==> src/rtl/response_router_config.svh <==
`ifndef RESPONSE_ROUTER_CONFIG_SVH
`define RESPONSE_ROUTER_CONFIG_SVH

// ------------------------------------------------------------------------
// Receiver fan-out, also the width of the destination mask
// ------------------------------------------------------------------------
`define RR_NUM_RECEIVERS 4

// Payload field widths
`define RR_CMD_WIDTH 8
`define RR_DATA_WIDTH 32

// ------------------------------------------------------------------------
// Response queue sizing
// ------------------------------------------------------------------------
// Depth must be a power of two, pointers wrap on their own
`define RR_QUEUE_DEPTH 16

// Occupancy at or above this raises prog_full
`define RR_PROG_THRESH 8

`endif

==> src/rtl/response_router_pkg.sv <==
`include "response_router_config.svh"

package response_router_pkg;

  // ----------------------------------------------------------------------
  // Destination masks and receiver ready levels
  // ----------------------------------------------------------------------
  typedef logic [`RR_NUM_RECEIVERS-1:0] receiver_mask_t;

  // ----------------------------------------------------------------------
  // Control response, 44 bits of payload
  // ----------------------------------------------------------------------
  typedef struct packed {
    receiver_mask_t            dest;
    logic [`RR_CMD_WIDTH-1:0]  cmd;
    logic [`RR_DATA_WIDTH-1:0] data;
  } control_payload_t;

  // Payload plus its strobe
  typedef struct packed {
    logic             valid;
    control_payload_t payload;
  } control_packet_t;

  // ----------------------------------------------------------------------
  // Queue status levels
  // ----------------------------------------------------------------------
  typedef struct packed {
    logic full;
    logic empty;
    logic prog_full;
  } queue_status_t;

endpackage : response_router_pkg

==> src/rtl/response_queue.sv <==
`timescale 1ns/10ps

`include "response_router_config.svh"

module response_queue (
  input  logic                             ap_clk,
  input  logic                             areset_control,
  input  response_router_pkg::control_packet_t response_in,
  input  logic                             pop,
  output response_router_pkg::control_packet_t head,
  output response_router_pkg::queue_status_t   queue_status
);

  import response_router_pkg::*;

  localparam int PTR_W = $clog2(`RR_QUEUE_DEPTH);
  localparam int CNT_W = PTR_W + 1;

  // ------------------------------------------------------------------------
  // Input register and filter stage
  // ------------------------------------------------------------------------
  logic             in_valid_reg;
  control_payload_t in_payload_reg;
  logic             wr_valid_reg;
  control_payload_t wr_payload_reg;

  // ------------------------------------------------------------------------
  // Circular buffer
  // ------------------------------------------------------------------------
  control_payload_t mem [`RR_QUEUE_DEPTH];
  logic [PTR_W-1:0] wr_ptr;
  logic [PTR_W-1:0] rd_ptr;
  logic [CNT_W-1:0] count;
  logic             at_full;
  logic             at_empty;
  logic             wr_en;

  always_ff @(posedge ap_clk) begin
    if (areset_control) begin
      in_valid_reg <= 1'b0;
    end else begin
      in_valid_reg <= response_in.valid;
    end
  end

  always_ff @(posedge ap_clk) begin
    in_payload_reg <= response_in.payload;
  end

  // Responses with no destination never reach the buffer
  always_ff @(posedge ap_clk) begin
    if (areset_control) begin
      wr_valid_reg <= 1'b0;
    end else begin
      wr_valid_reg <= in_valid_reg & (|in_payload_reg.dest);
    end
  end

  always_ff @(posedge ap_clk) begin
    wr_payload_reg <= in_payload_reg;
  end

  assign at_full  = (count == CNT_W'(`RR_QUEUE_DEPTH));
  assign at_empty = (count == '0);

  // Arrivals while full are lost
  assign wr_en = wr_valid_reg & ~at_full;

  always_ff @(posedge ap_clk) begin
    if (wr_en) begin
      mem[wr_ptr] <= wr_payload_reg;
    end
  end

  always_ff @(posedge ap_clk) begin
    if (areset_control) begin
      wr_ptr <= '0;
      rd_ptr <= '0;
    end else begin
      if (wr_en) begin
        wr_ptr <= wr_ptr + 1'b1;
      end
      if (pop) begin
        rd_ptr <= rd_ptr + 1'b1;
      end
    end
  end

  always_ff @(posedge ap_clk) begin
    if (areset_control) begin
      count <= '0;
    end else begin
      case ({wr_en, pop})
        2'b10:   count <= count + 1'b1;
        2'b01:   count <= count - 1'b1;
        default: count <= count;
      endcase
    end
  end

  // ------------------------------------------------------------------------
  // First-word-fall-through head
  // ------------------------------------------------------------------------
  // Valid follows occupancy directly so a pop can follow the write
  assign head.valid   = ~at_empty;
  assign head.payload = mem[rd_ptr];

  // Status lags occupancy by one cycle
  always_ff @(posedge ap_clk) begin
    if (areset_control) begin
      queue_status.full      <= 1'b0;
      queue_status.empty     <= 1'b1;
      queue_status.prog_full <= 1'b0;
    end else begin
      queue_status.full      <= at_full;
      queue_status.empty     <= at_empty;
      queue_status.prog_full <= (count >= CNT_W'(`RR_PROG_THRESH));
    end
  end

  // ------------------------------------------------------------------------
  // Assertions
  // ------------------------------------------------------------------------
  // The tracker only pops a stored response
  a_no_pop_when_empty : assert property (
    @(posedge ap_clk) disable iff (areset_control)
    pop |-> !at_empty
  ) else $error("pop while queue empty");

  a_count_in_range : assert property (
    @(posedge ap_clk) disable iff (areset_control)
    count <= CNT_W'(`RR_QUEUE_DEPTH)
  ) else $error("queue occupancy above depth");

endmodule : response_queue

==> src/rtl/receiver_ack_tracker.sv <==
`timescale 1ns/10ps

`include "response_router_config.svh"

module receiver_ack_tracker (
  input  logic                                 ap_clk,
  input  logic                                 areset_control,
  input  response_router_pkg::receiver_mask_t  receiver_ready,
  input  response_router_pkg::control_packet_t head,
  output logic                                 pop
);

  import response_router_pkg::*;

  // ------------------------------------------------------------------------
  // Registered ready levels
  // ------------------------------------------------------------------------
  receiver_mask_t ready_reg;
  receiver_mask_t ready_masked;
  logic           all_ready;

  always_ff @(posedge ap_clk) begin
    if (areset_control) begin
      ready_reg <= '0;
    end else begin
      ready_reg <= receiver_ready;
    end
  end

  // Only receivers named by the head count
  always_comb begin
    for (int i = 0; i < `RR_NUM_RECEIVERS; i++) begin
      ready_masked[i] = ready_reg[i] & head.payload.dest[i];
    end
  end

  assign all_ready = (ready_masked == head.payload.dest);

  // ------------------------------------------------------------------------
  // Pop decision
  // ------------------------------------------------------------------------
  // Head leaves only once every addressed receiver is ready
  assign pop = head.valid & all_ready;

  // Zero-mask responses are filtered before storage
  a_pop_has_dest : assert property (
    @(posedge ap_clk) disable iff (areset_control)
    pop |-> (|head.payload.dest)
  ) else $error("pop of a response without destination");

endmodule : receiver_ack_tracker

==> src/rtl/response_demux.sv <==
`timescale 1ns/10ps

`include "response_router_config.svh"

module response_demux (
  input  logic                                 ap_clk,
  input  logic                                 areset_control,
  input  response_router_pkg::control_packet_t head,
  input  logic                                 pop,
  output response_router_pkg::control_packet_t response_out [`RR_NUM_RECEIVERS-1:0]
);

  import response_router_pkg::*;

  // ------------------------------------------------------------------------
  // Staging register, sampled on pop
  // ------------------------------------------------------------------------
  logic             stage_valid;
  control_payload_t stage_payload;

  // Output register
  receiver_mask_t   out_valid;
  control_payload_t out_payload;

  always_ff @(posedge ap_clk) begin
    if (areset_control) begin
      stage_valid <= 1'b0;
    end else begin
      stage_valid <= pop;
    end
  end

  always_ff @(posedge ap_clk) begin
    stage_payload <= head.payload;
  end

  // ------------------------------------------------------------------------
  // Per-receiver valid, broadcast payload
  // ------------------------------------------------------------------------
  always_ff @(posedge ap_clk) begin
    if (areset_control) begin
      out_valid <= '0;
    end else begin
      for (int i = 0; i < `RR_NUM_RECEIVERS; i++) begin
        out_valid[i] <= stage_valid & stage_payload.dest[i];
      end
    end
  end

  always_ff @(posedge ap_clk) begin
    out_payload <= stage_payload;
  end

  for (genvar i = 0; i < `RR_NUM_RECEIVERS; i++) begin : gen_out
    assign response_out[i].valid   = out_valid[i];
    assign response_out[i].payload = out_payload;
  end

  // Every delivery traces back to a staged pop, and every staged pop reaches a receiver
  a_out_from_stage : assert property (
    @(posedge ap_clk) disable iff (areset_control)
    (|out_valid) == $past(stage_valid)
  ) else $error("response_out valid does not match staged response");

endmodule : response_demux

==> src/rtl/response_router.sv <==
`timescale 1ns/10ps

`include "response_router_config.svh"

module response_router (
  input  logic                                 ap_clk,
  input  logic                                 areset_control,
  input  response_router_pkg::control_packet_t response_in,
  input  response_router_pkg::receiver_mask_t  receiver_ready,
  output response_router_pkg::control_packet_t response_out [`RR_NUM_RECEIVERS-1:0],
  output response_router_pkg::queue_status_t   queue_status
);

  import response_router_pkg::*;

  // ------------------------------------------------------------------------
  // Queue head and pop strobe
  // ------------------------------------------------------------------------
  control_packet_t head;
  logic            pop;

  // Input register, filter and FWFT storage
  response_queue u_response_queue (
    .ap_clk         (ap_clk),
    .areset_control (areset_control),
    .response_in    (response_in),
    .pop            (pop),
    .head           (head),
    .queue_status   (queue_status)
  );

  // Waits for all addressed receivers
  receiver_ack_tracker u_receiver_ack_tracker (
    .ap_clk         (ap_clk),
    .areset_control (areset_control),
    .receiver_ready (receiver_ready),
    .head           (head),
    .pop            (pop)
  );

  // Two-stage fan-out to the receivers
  response_demux u_response_demux (
    .ap_clk         (ap_clk),
    .areset_control (areset_control),
    .head           (head),
    .pop            (pop),
    .response_out   (response_out)
  );

endmodule : response_router

==> config.mk <==
export PLATFORM = sky130hd
export DESIGN_NAME = response_router
export DESIGN_NICKNAME = d
export VERILOG_FILES = /design/src/rtl/response_router_pkg.sv /design/src/rtl/response_queue.sv /design/src/rtl/receiver_ack_tracker.sv /design/src/rtl/response_demux.sv /design/src/rtl/response_router.sv
export VERILOG_INCLUDE_DIRS = /design/src /design/src/rtl
export SDC_FILE = /design/constraint.sdc
export NUM_CORES = 1
export LEC_CHECK = 0
export BUFFER_PORTS_ARGS = -buffer_cell sky130_fd_sc_hd__buf_2
export CORE_ASPECT_RATIO = 0.7
export CORE_UTILIZATION = 33
export CTS_BUF_LIST = sky130_fd_sc_hd__clkbuf_4 sky130_fd_sc_hd__clkbuf_8 sky130_fd_sc_hd__clkbuf_16
export CTS_CLUSTER_DIAMETER = 100
export DETAILED_ROUTE_END_ITERATION = 16
export GPL_ROUTABILITY_DRIVEN = 0
export PLACE_DENSITY = 0.55
export SKIP_LAST_GASP = 1
export SYNTH_ARGS = -nofsm -noshare
export SYNTH_HDL_FRONTEND = slang
export SYNTH_SLANG_ARGS = --single-unit
export TNS_END_PERCENT = 100
==> constraint.sdc <==
create_clock -name ap_clk -period 4.7 [get_ports ap_clk]
set_input_delay 0.94 -clock ap_clk [delete_from_list [all_inputs] [get_ports ap_clk]]
set_output_delay 0.94 -clock ap_clk [all_outputs]
set_load 0.01 [all_outputs]
==> results.sh, run 1 <==
export IMPL_synthesis_instances=1468
export IMPL_final_max_slew_viol_count=0
export IMPL_totalWireLength_um=67800
export IMPL_power_share_switching_pct=20.8
export IMPL_num_io_pins=234
export IMPL_grt_setup_unrepaired="no"
export IMPL_final_stage_net_count=1690
export IMPL_ctsHoldBuffers=0
export IMPL_count_of_port_buffers_added_during_placement=233
export IMPL_critPathKind="reg2reg"
export IMPL_synth_largest_type_area_fraction_pct=65.4
export IMPL_min_path_cells=0
export IMPL_slew_headroom_pct=26.2
export IMPL_cellLeakagePower_uw=0.0121
export IMPL_ctsLongestPathBuffers=3
export IMPL_first_global_vias=14900
export IMPL_layout_drive_gt1_share_pct=38.5
export IMPL_cts_resized_gates=0
export IMPL_power_combinational_fraction_pct=4.7
export IMPL_report_final_setup_viol=0
export IMPL_synth_sequential_area_ratio_pct=78.2
export IMPL_grt_ovfl_total=0
export IMPL_power_sequential_fraction_pct=52.4
export IMPL_place_ws_ns=0.660
export IMPL_vias=14200
export IMPL_worst_endpoint_required_ns=5.31
export IMPL_powerDensity_nw_per_um2=458
export IMPL_intPower_uw=13600
export IMPL_route_detailed_wl_per_inst_um=22.5
export IMPL_tns_ns=0
export IMPL_drt_antenna_net_count=0
export IMPL_skew_ns=0.0299
export IMPL_numCtsBuffers=89
export IMPL_fill_cell_instance_count_of_the_final_layout=8690
export IMPL_post_synth_instance_area_um2=32300
export IMPL_die_w_um=376
export IMPL_outcome="finished clean"
export IMPL_number_of_enable_type_register_cells_in_the_synthesized_netlist=704
export IMPL_synth_fp_nets=1526
export IMPL_dieArea_um2=99300
export IMPL_global_route_wire_length_before_repair_um=99700
export IMPL_critical_path_peak_fanout=18
export IMPL_synth_cell_types=41
export IMPL_clockRootBuffer="clkbuf_16"
export IMPL_worst_skew_pair_late_latency_ns=0.67
export IMPL_clk_pin_slew_worst_paths_ns=0.06
export IMPL_worst_slack_ns=0.584
export IMPL_power_net_switching_uw=3570
export IMPL_achievable_frequency_mhz=243
export IMPL_vert_die_dim_um=264
export IMPL_netlist_top_cells_area="edfxtp_1 (65%), mux4_2 (15%), dfxtp_1 (13%)"
export IMPL_hold_viol=0
export IMPL_cts_post_setup_buffers_inserted=0
export IMPL_routed_via_density=4.70
export IMPL_reg2reg_depth=10
export IMPL_worstMarginPinSlew_ns=1.11
export IMPL_period_share_pct=87.6
export IMPL_worstSetupStartpointType="register"
export IMPL_holdCritPathClass="reg2reg"
export IMPL_mean_area_per_synthesized_cell_um2=22.0
export IMPL_place_hpwl_um=34300
export IMPL_area_delta_synth_final_pct=15.7
export IMPL_power_uw=17200
export IMPL_register_ranked_first_by_flip_flop_count="u_response_queue.mem"
export IMPL_clock_tree_from_tritoncts="yes"
export IMPL_netlist_top_cell_by_area="edfxtp_1"
export IMPL_flip_flop_count_of_the_largest_register_all_copies_and_words_added=704
export IMPL_globalRouteTotalUtil_pct=13.7
export IMPL_htree_levels=3
export IMPL_tritoncts_num_sinks=911
export IMPL_floorplan_initialDensity_pct=33.5
export IMPL_ys_async_sr_fraction_pct=0
export IMPL_grt_max_degree=67
export IMPL_drt_first_pass_iters=5
export IMPL_design_core_area_um2=96500
export IMPL_drt_drc_violations_left=0
export IMPL_timing_critical_path_to_type="register"
export IMPL_layout_min_cycle_time_ns=4.12
export IMPL_placement_rows=95
export IMPL_clock_power_share_pct=42.9
export IMPL_arr_time_crit_path_ns=4.72
export IMPL_dr_first_iter_drc_count=1136
export IMPL_drv_cap=0
export IMPL_antenna_found_initial=2
export IMPL_ys_flop_type="edfxtp_1"
export IMPL_power_ir_vdd_worst_v=0.000275
export IMPL_yosys_register_bits=911
export IMPL_yosysWarnings=0
cell families after synthesis:
kind of cell	share of synthesized area [%]
adder cells (fa/ha/maj)	0.271
XOR/XNOR	0.190
AO/OA/AOI/OAI	0.437
buffers and inverters	3.84
flip-flops	78.2
AND/OR/NAND/NOR	1.51
multiplexers	15.6
metal layers:
metal | wire length (um) | track usage (%) | vias up
met5 | 0 | 0 | -
met4 | 1300 | 3.30 | 0
met3 | 2940 | 2.92 | 108
met2 | 33100 | 22.5 | 359
met1 | 30500 | 18.5 | 7598
li1 | - | - | 6105
cell usage after synthesis, types with 2 or more instances:
cell type  instances
ha_1               7
xor2_1             5
dfxtp_1          207
clkbuf_1          30
buf_4            132
nand3_1            2
nor4b_1            3
nor2_1            35
xnor2_1            2
a21oi_1            7
mux4_2           209
o21ai_0            7
mux4_1             8
edfxtp_1         704
or3_1              2
nand2b_1           8
inv_1              5
mux2_2             5
and2_1             5
o32a_1             2
nand2_1           11
nor2b_1            9
nand3b_1           3
mux2i_1            7
nor3_1             9
buf_1             29
cells in the final DEF (no fill, tap or decap), types with 3 or more instances in the layout:
cell	n
nor2b_1	9
o21ai_0	7
buf_2	233
inv_6	3
xor2_1	5
nor2_4	12
clkbuf_8	11
dfxtp_4	4
and2_1	5
buf_4	28
mux4_2	209
clkinvlp_4	4
bufinv_16	9
nor3_1	5
clkinv_1	8
clkbuf_4	17
buf_12	4
nor4b_1	3
ha_1	7
edfxtp_1	704
mux2i_1	7
dfxtp_1	203
nor2_1	23
nand2_1	11
nand3b_1	3
nor3_4	4
clkinv_2	16
a21oi_1	7
clkbuf_16	92
mux4_1	8
mux2_2	5
inv_1	5
nand2b_1	8
path summary, 6_finish.rpt:
kind,startpoint,to,slack (ns)
setup / recovery,register,u_response_queue.count[2],0.58
setup reg to reg,register,u_response_queue.count[2],0.58
hold / removal,u_response_queue.in_payload_reg[2],u_response_queue.wr_payload_reg[2],0.32
hold reg to reg,u_response_queue.in_payload_reg[2],u_response_queue.wr_payload_reg[2],0.32
final cells by class:
type / count / area [um2] / share of cell area (%)
Inverter: 5 / 18.8 / 0.0501
Sequential cell: 911 / 25300 / 67.6
Tap cell: 1309 / 1640 / 4.38
Timing Repair Buffer: 265 / 1460 / 3.89
Antenna cell: 2 / 5.00 / 0.0134
Clock buffer: 120 / 2580 / 6.90
Multi-Input combinational cell: 360 / 5960 / 15.9
Clock inverter: 42 / 469 / 1.25
per-stage QoR:
step                      hold WS (ns)  utilization, %  cells  instance area (um2)
after floorplan                  0.310               -   1468                32400
after global placement           0.310            35.6   2850                34400
after detailed placement         0.312            35.6   2850                34400
after CTS                        0.306            38.8   3012                37400
after global routing             0.320            38.8   3012                37400
final                            0.319            38.8   3014                37400
critical path, stage by stage, from the launching register on:
cell       delay, ns
dfxtp_4         0.55
mux4_1          0.60
mux2_2          0.30
a222oi_1        0.44
nand4_2         0.33
inv_1           0.25
ha_1            0.37
or2_2           0.37
or3_1           0.33
a2111oi_0       0.36
or4_1           0.17
power groups by stage:
| stage | sequential [uW] | clock [uW] | combinational [uW] |
|---|---|---|---|
| final | 8990 | 7360 | 805 |
| after global routing | 9020 | 7860 | 874 |
| after CTS | 9000 | 7570 | 828 |
| after detailed placement | 9170 | 0 | 825 |
| after global placement | 9150 | 0 | 826 |
| after floorplan | 9110 | 0 | 683 |
No activity file was read; power rests on OpenSTA's default activity.
==> run 2, diff against run 1 <==
--- a/config.mk
+++ b/config.mk
@@ -7,13 +7,15 @@
 export NUM_CORES = 1
 export LEC_CHECK = 0
 export BUFFER_PORTS_ARGS = -buffer_cell sky130_fd_sc_hd__buf_2
+export CELL_PAD_IN_SITES_DETAIL_PLACEMENT = 1
+export CELL_PAD_IN_SITES_GLOBAL_PLACEMENT = 1
 export CORE_ASPECT_RATIO = 0.7
 export CORE_UTILIZATION = 33
 export CTS_BUF_LIST = sky130_fd_sc_hd__clkbuf_4 sky130_fd_sc_hd__clkbuf_8 sky130_fd_sc_hd__clkbuf_16
 export CTS_CLUSTER_DIAMETER = 100
 export DETAILED_ROUTE_END_ITERATION = 16
 export GPL_ROUTABILITY_DRIVEN = 0
-export PLACE_DENSITY = 0.55
+export PLACE_DENSITY = 0.6
 export SKIP_LAST_GASP = 1
 export SYNTH_ARGS = -nofsm -noshare
 export SYNTH_HDL_FRONTEND = slang
==> constraint.sdc (replaced) <==
create_clock -name ap_clk -period 3.4 [get_ports ap_clk]
set_input_delay 0.68 -clock ap_clk [delete_from_list [all_inputs] [get_ports ap_clk]]
set_output_delay 0.68 -clock ap_clk [all_outputs]
set_load 0.01 [all_outputs]
==> run 2 against run 1 <==
Compared with the run above:
- the run now ends with negative setup slack left
- cell count increased by 1.4%
- die area unchanged
- register-to-register slack got worse by 0.62 ns
- largest power group unchanged
- combinational power is 48% higher
- fmax is 20% higher
- sequential share of layout area down 0.95 points
- clock skew is 0.0059 ns lower
- cell area rose by 1.4%
- sequential cell count stayed put
==> results.sh, run 2 (same netlist as run 1, synthesis figures left out) <==
export IMPL_antenna_found_initial=2
export IMPL_dr_first_iter_drc_count=1126
export IMPL_register_ranked_first_by_flip_flop_count="u_response_queue.mem"
export IMPL_htree_levels=3
export IMPL_mostFrequentLayoutCells="edfxtp_1 (704), buf_2 (233), mux4_2 (213), dfxtp_1 (203), clkbuf_16 (95)"
export IMPL_fill_cell_instance_count_of_the_final_layout=9230
export IMPL_worst_hold_slack_ns=0.102
export IMPL_floorplan_initialDensity_pct=33.5
export IMPL_worst_slack_ns=-0.0391
export IMPL_hold_viol=0
export IMPL_totalWireLength_um=70300
export IMPL_count_of_port_buffers_added_during_placement=233
export IMPL_vias=14400
export IMPL_placement_rows=95
export IMPL_rrSetupSlack_ns=-0.04
export IMPL_powerDensity_nw_per_um2=635
export IMPL_drt_first_pass_iters=4
export IMPL_area_delta_synth_final_pct=17.3
export IMPL_die_w_um=376
export IMPL_final_max_slew_viol_count=0
export IMPL_layout_min_cycle_time_ns=3.44
export IMPL_dieArea_um2=99300
export IMPL_grt_busiest_layer="met2"
export IMPL_ctsLongestPathBuffers=3
export IMPL_final_stage_net_count=1726
export IMPL_critical_path_peak_fanout=5
export IMPL_grt_ovfl_total=0
export IMPL_use_met1_pct=19.9
export IMPL_drv_cap=0
export IMPL_first_global_vias=15300
export IMPL_route_detailed_wl_per_inst_um=23.0
export IMPL_flip_flop_count_of_the_largest_register_all_copies_and_words_added=704
export IMPL_worstSetupStartpointType="register"
export IMPL_holdCritPathClass="in2reg"
export IMPL_grtUsageMet3_pct=2.86
export IMPL_period_share_pct=101
export IMPL_global_route_wire_length_before_repair_um=103000
export IMPL_place_hpwl_um=38200
export IMPL_drt_antenna_net_count=0
export IMPL_vert_die_dim_um=264
export IMPL_design_core_area_um2=96500
export IMPL_drt_drc_violations_left=0
export IMPL_grt_setup_unrepaired="yes"
export IMPL_report_final_setup_viol=1
export IMPL_slew_headroom_pct=31.6
export IMPL_power_ir_vdd_worst_v=0.000330
export IMPL_timing_critical_path_to_type="register"
export IMPL_gr_layer_usage_met2_pct=22.4
export IMPL_clockRootBuffer="clkbuf_16"
export IMPL_worst_endpoint_required_ns=3.94
export IMPL_outcome="finished with violations"
export IMPL_clock_tree_from_tritoncts="yes"
export IMPL_globalRouteTotalUtil_pct=14.2
export IMPL_tritoncts_num_sinks=911
export IMPL_arr_time_crit_path_ns=3.98
export IMPL_final_common_cell="edfxtp_1"
export IMPL_worst_skew_pair_late_latency_ns=0.68
export IMPL_worst_hold_startpoint="response_in[5]"
export IMPL_layout_drive_gt1_share_pct=40.6
export IMPL_violations_in_the_final_reports="negative setup slack"
export IMPL_routed_via_density=4.70
export IMPL_critPathKind="reg2reg"
export IMPL_power_uw=24100
export IMPL_num_io_pins=234
export IMPL_tns_ns=-0.0391
export IMPL_grt_max_degree=53
export IMPL_numCtsBuffers=90
export IMPL_cellLeakagePower_uw=0.0124
export IMPL_worstMarginPinSlew_ns=1.03
export IMPL_achievable_frequency_mhz=291
export IMPL_clk_pin_slew_worst_paths_ns=0.06
export IMPL_skew_ns=0.0240
[run 2: changes by cell type in the layout (fill, tap and decap cells not counted), moves of 4 or more]
cell	before	now
mux4_2	209	213
clkinv_2	16	12
mux4_1	8	4
clkbuf_8	11	16
buf_4	28	55
buf_12	4	9
[run 2: layout make-up]
cell class / instances / area, um2 / area share [%]
clock buffer: 127 / 2720 / 7.16
sequential: 911 / 25300 / 66.6
inverter: 5 / 18.8 / 0.0494
multi-input combinational: 360 / 6010 / 15.8
antenna: 1 / 2.50 / 0.00659
tap: 1309 / 1640 / 4.31
timing repair buffer: 300 / 1790 / 4.72
clock inverter: 42 / 475 / 1.25
[run 2: final timing paths]
| check | end | cells past startpoint |
|---|---|---|
| worst min-delay path | u_response_queue.in_payload_reg[5] | 1 |
| worst max-delay path | u_response_queue.count[2] | 12 |
| worst min register to register | u_response_demux.response_out[38] | 0 |
| worst max register to register | u_response_queue.count[2] | 12 |
[run 2: through the flow]
stage	cell area [um2]	setup slack, ns	util, %	std cells
after floorplan	32400	-0.288	-	1468
after global placement	34600	-0.0103	35.9	2877
after detailed placement	34600	-0.0655	35.9	2877
after CTS	37900	-0.0439	39.3	3053
after global routing	38000	-0.197	39.3	3054
final	38000	-0.0391	39.3	3055
[run 2: worst max-delay path: stages, from the launching register on]
cell and delay, ns:
dfxtp_4 0.37, buf_4 0.16, mux4_1 0.56, mux4_2 0.53
nand2b_4 0.11, nand4_2 0.12, inv_2 0.12, ha_4 0.15
xor2_2 0.19, ha_4 0.20, nor3_2 0.05, o32a_1 0.20
or4_4 0.54
[run 2: per-layer routing]
layer | up-vias | share of wire, %
li1 | 6176 | -
met1 | 7723 | 46
met2 | 355 | 47
met3 | 110 | 4.5
met4 | 2 | 2.2
met5 | - | 0.018
[run 2: power by group]
part	switching (uW)	internal, uW
registers	240	12200
logic	561	628
clock network	4260	6220
[run 2: timing repair]
item,CTS,global route
resized for setup,5,9
hold buffers,0,0
buffers inserted,7,1
pin swaps,2,4
gates cloned,0,0
setup endpoints to repair,2,3
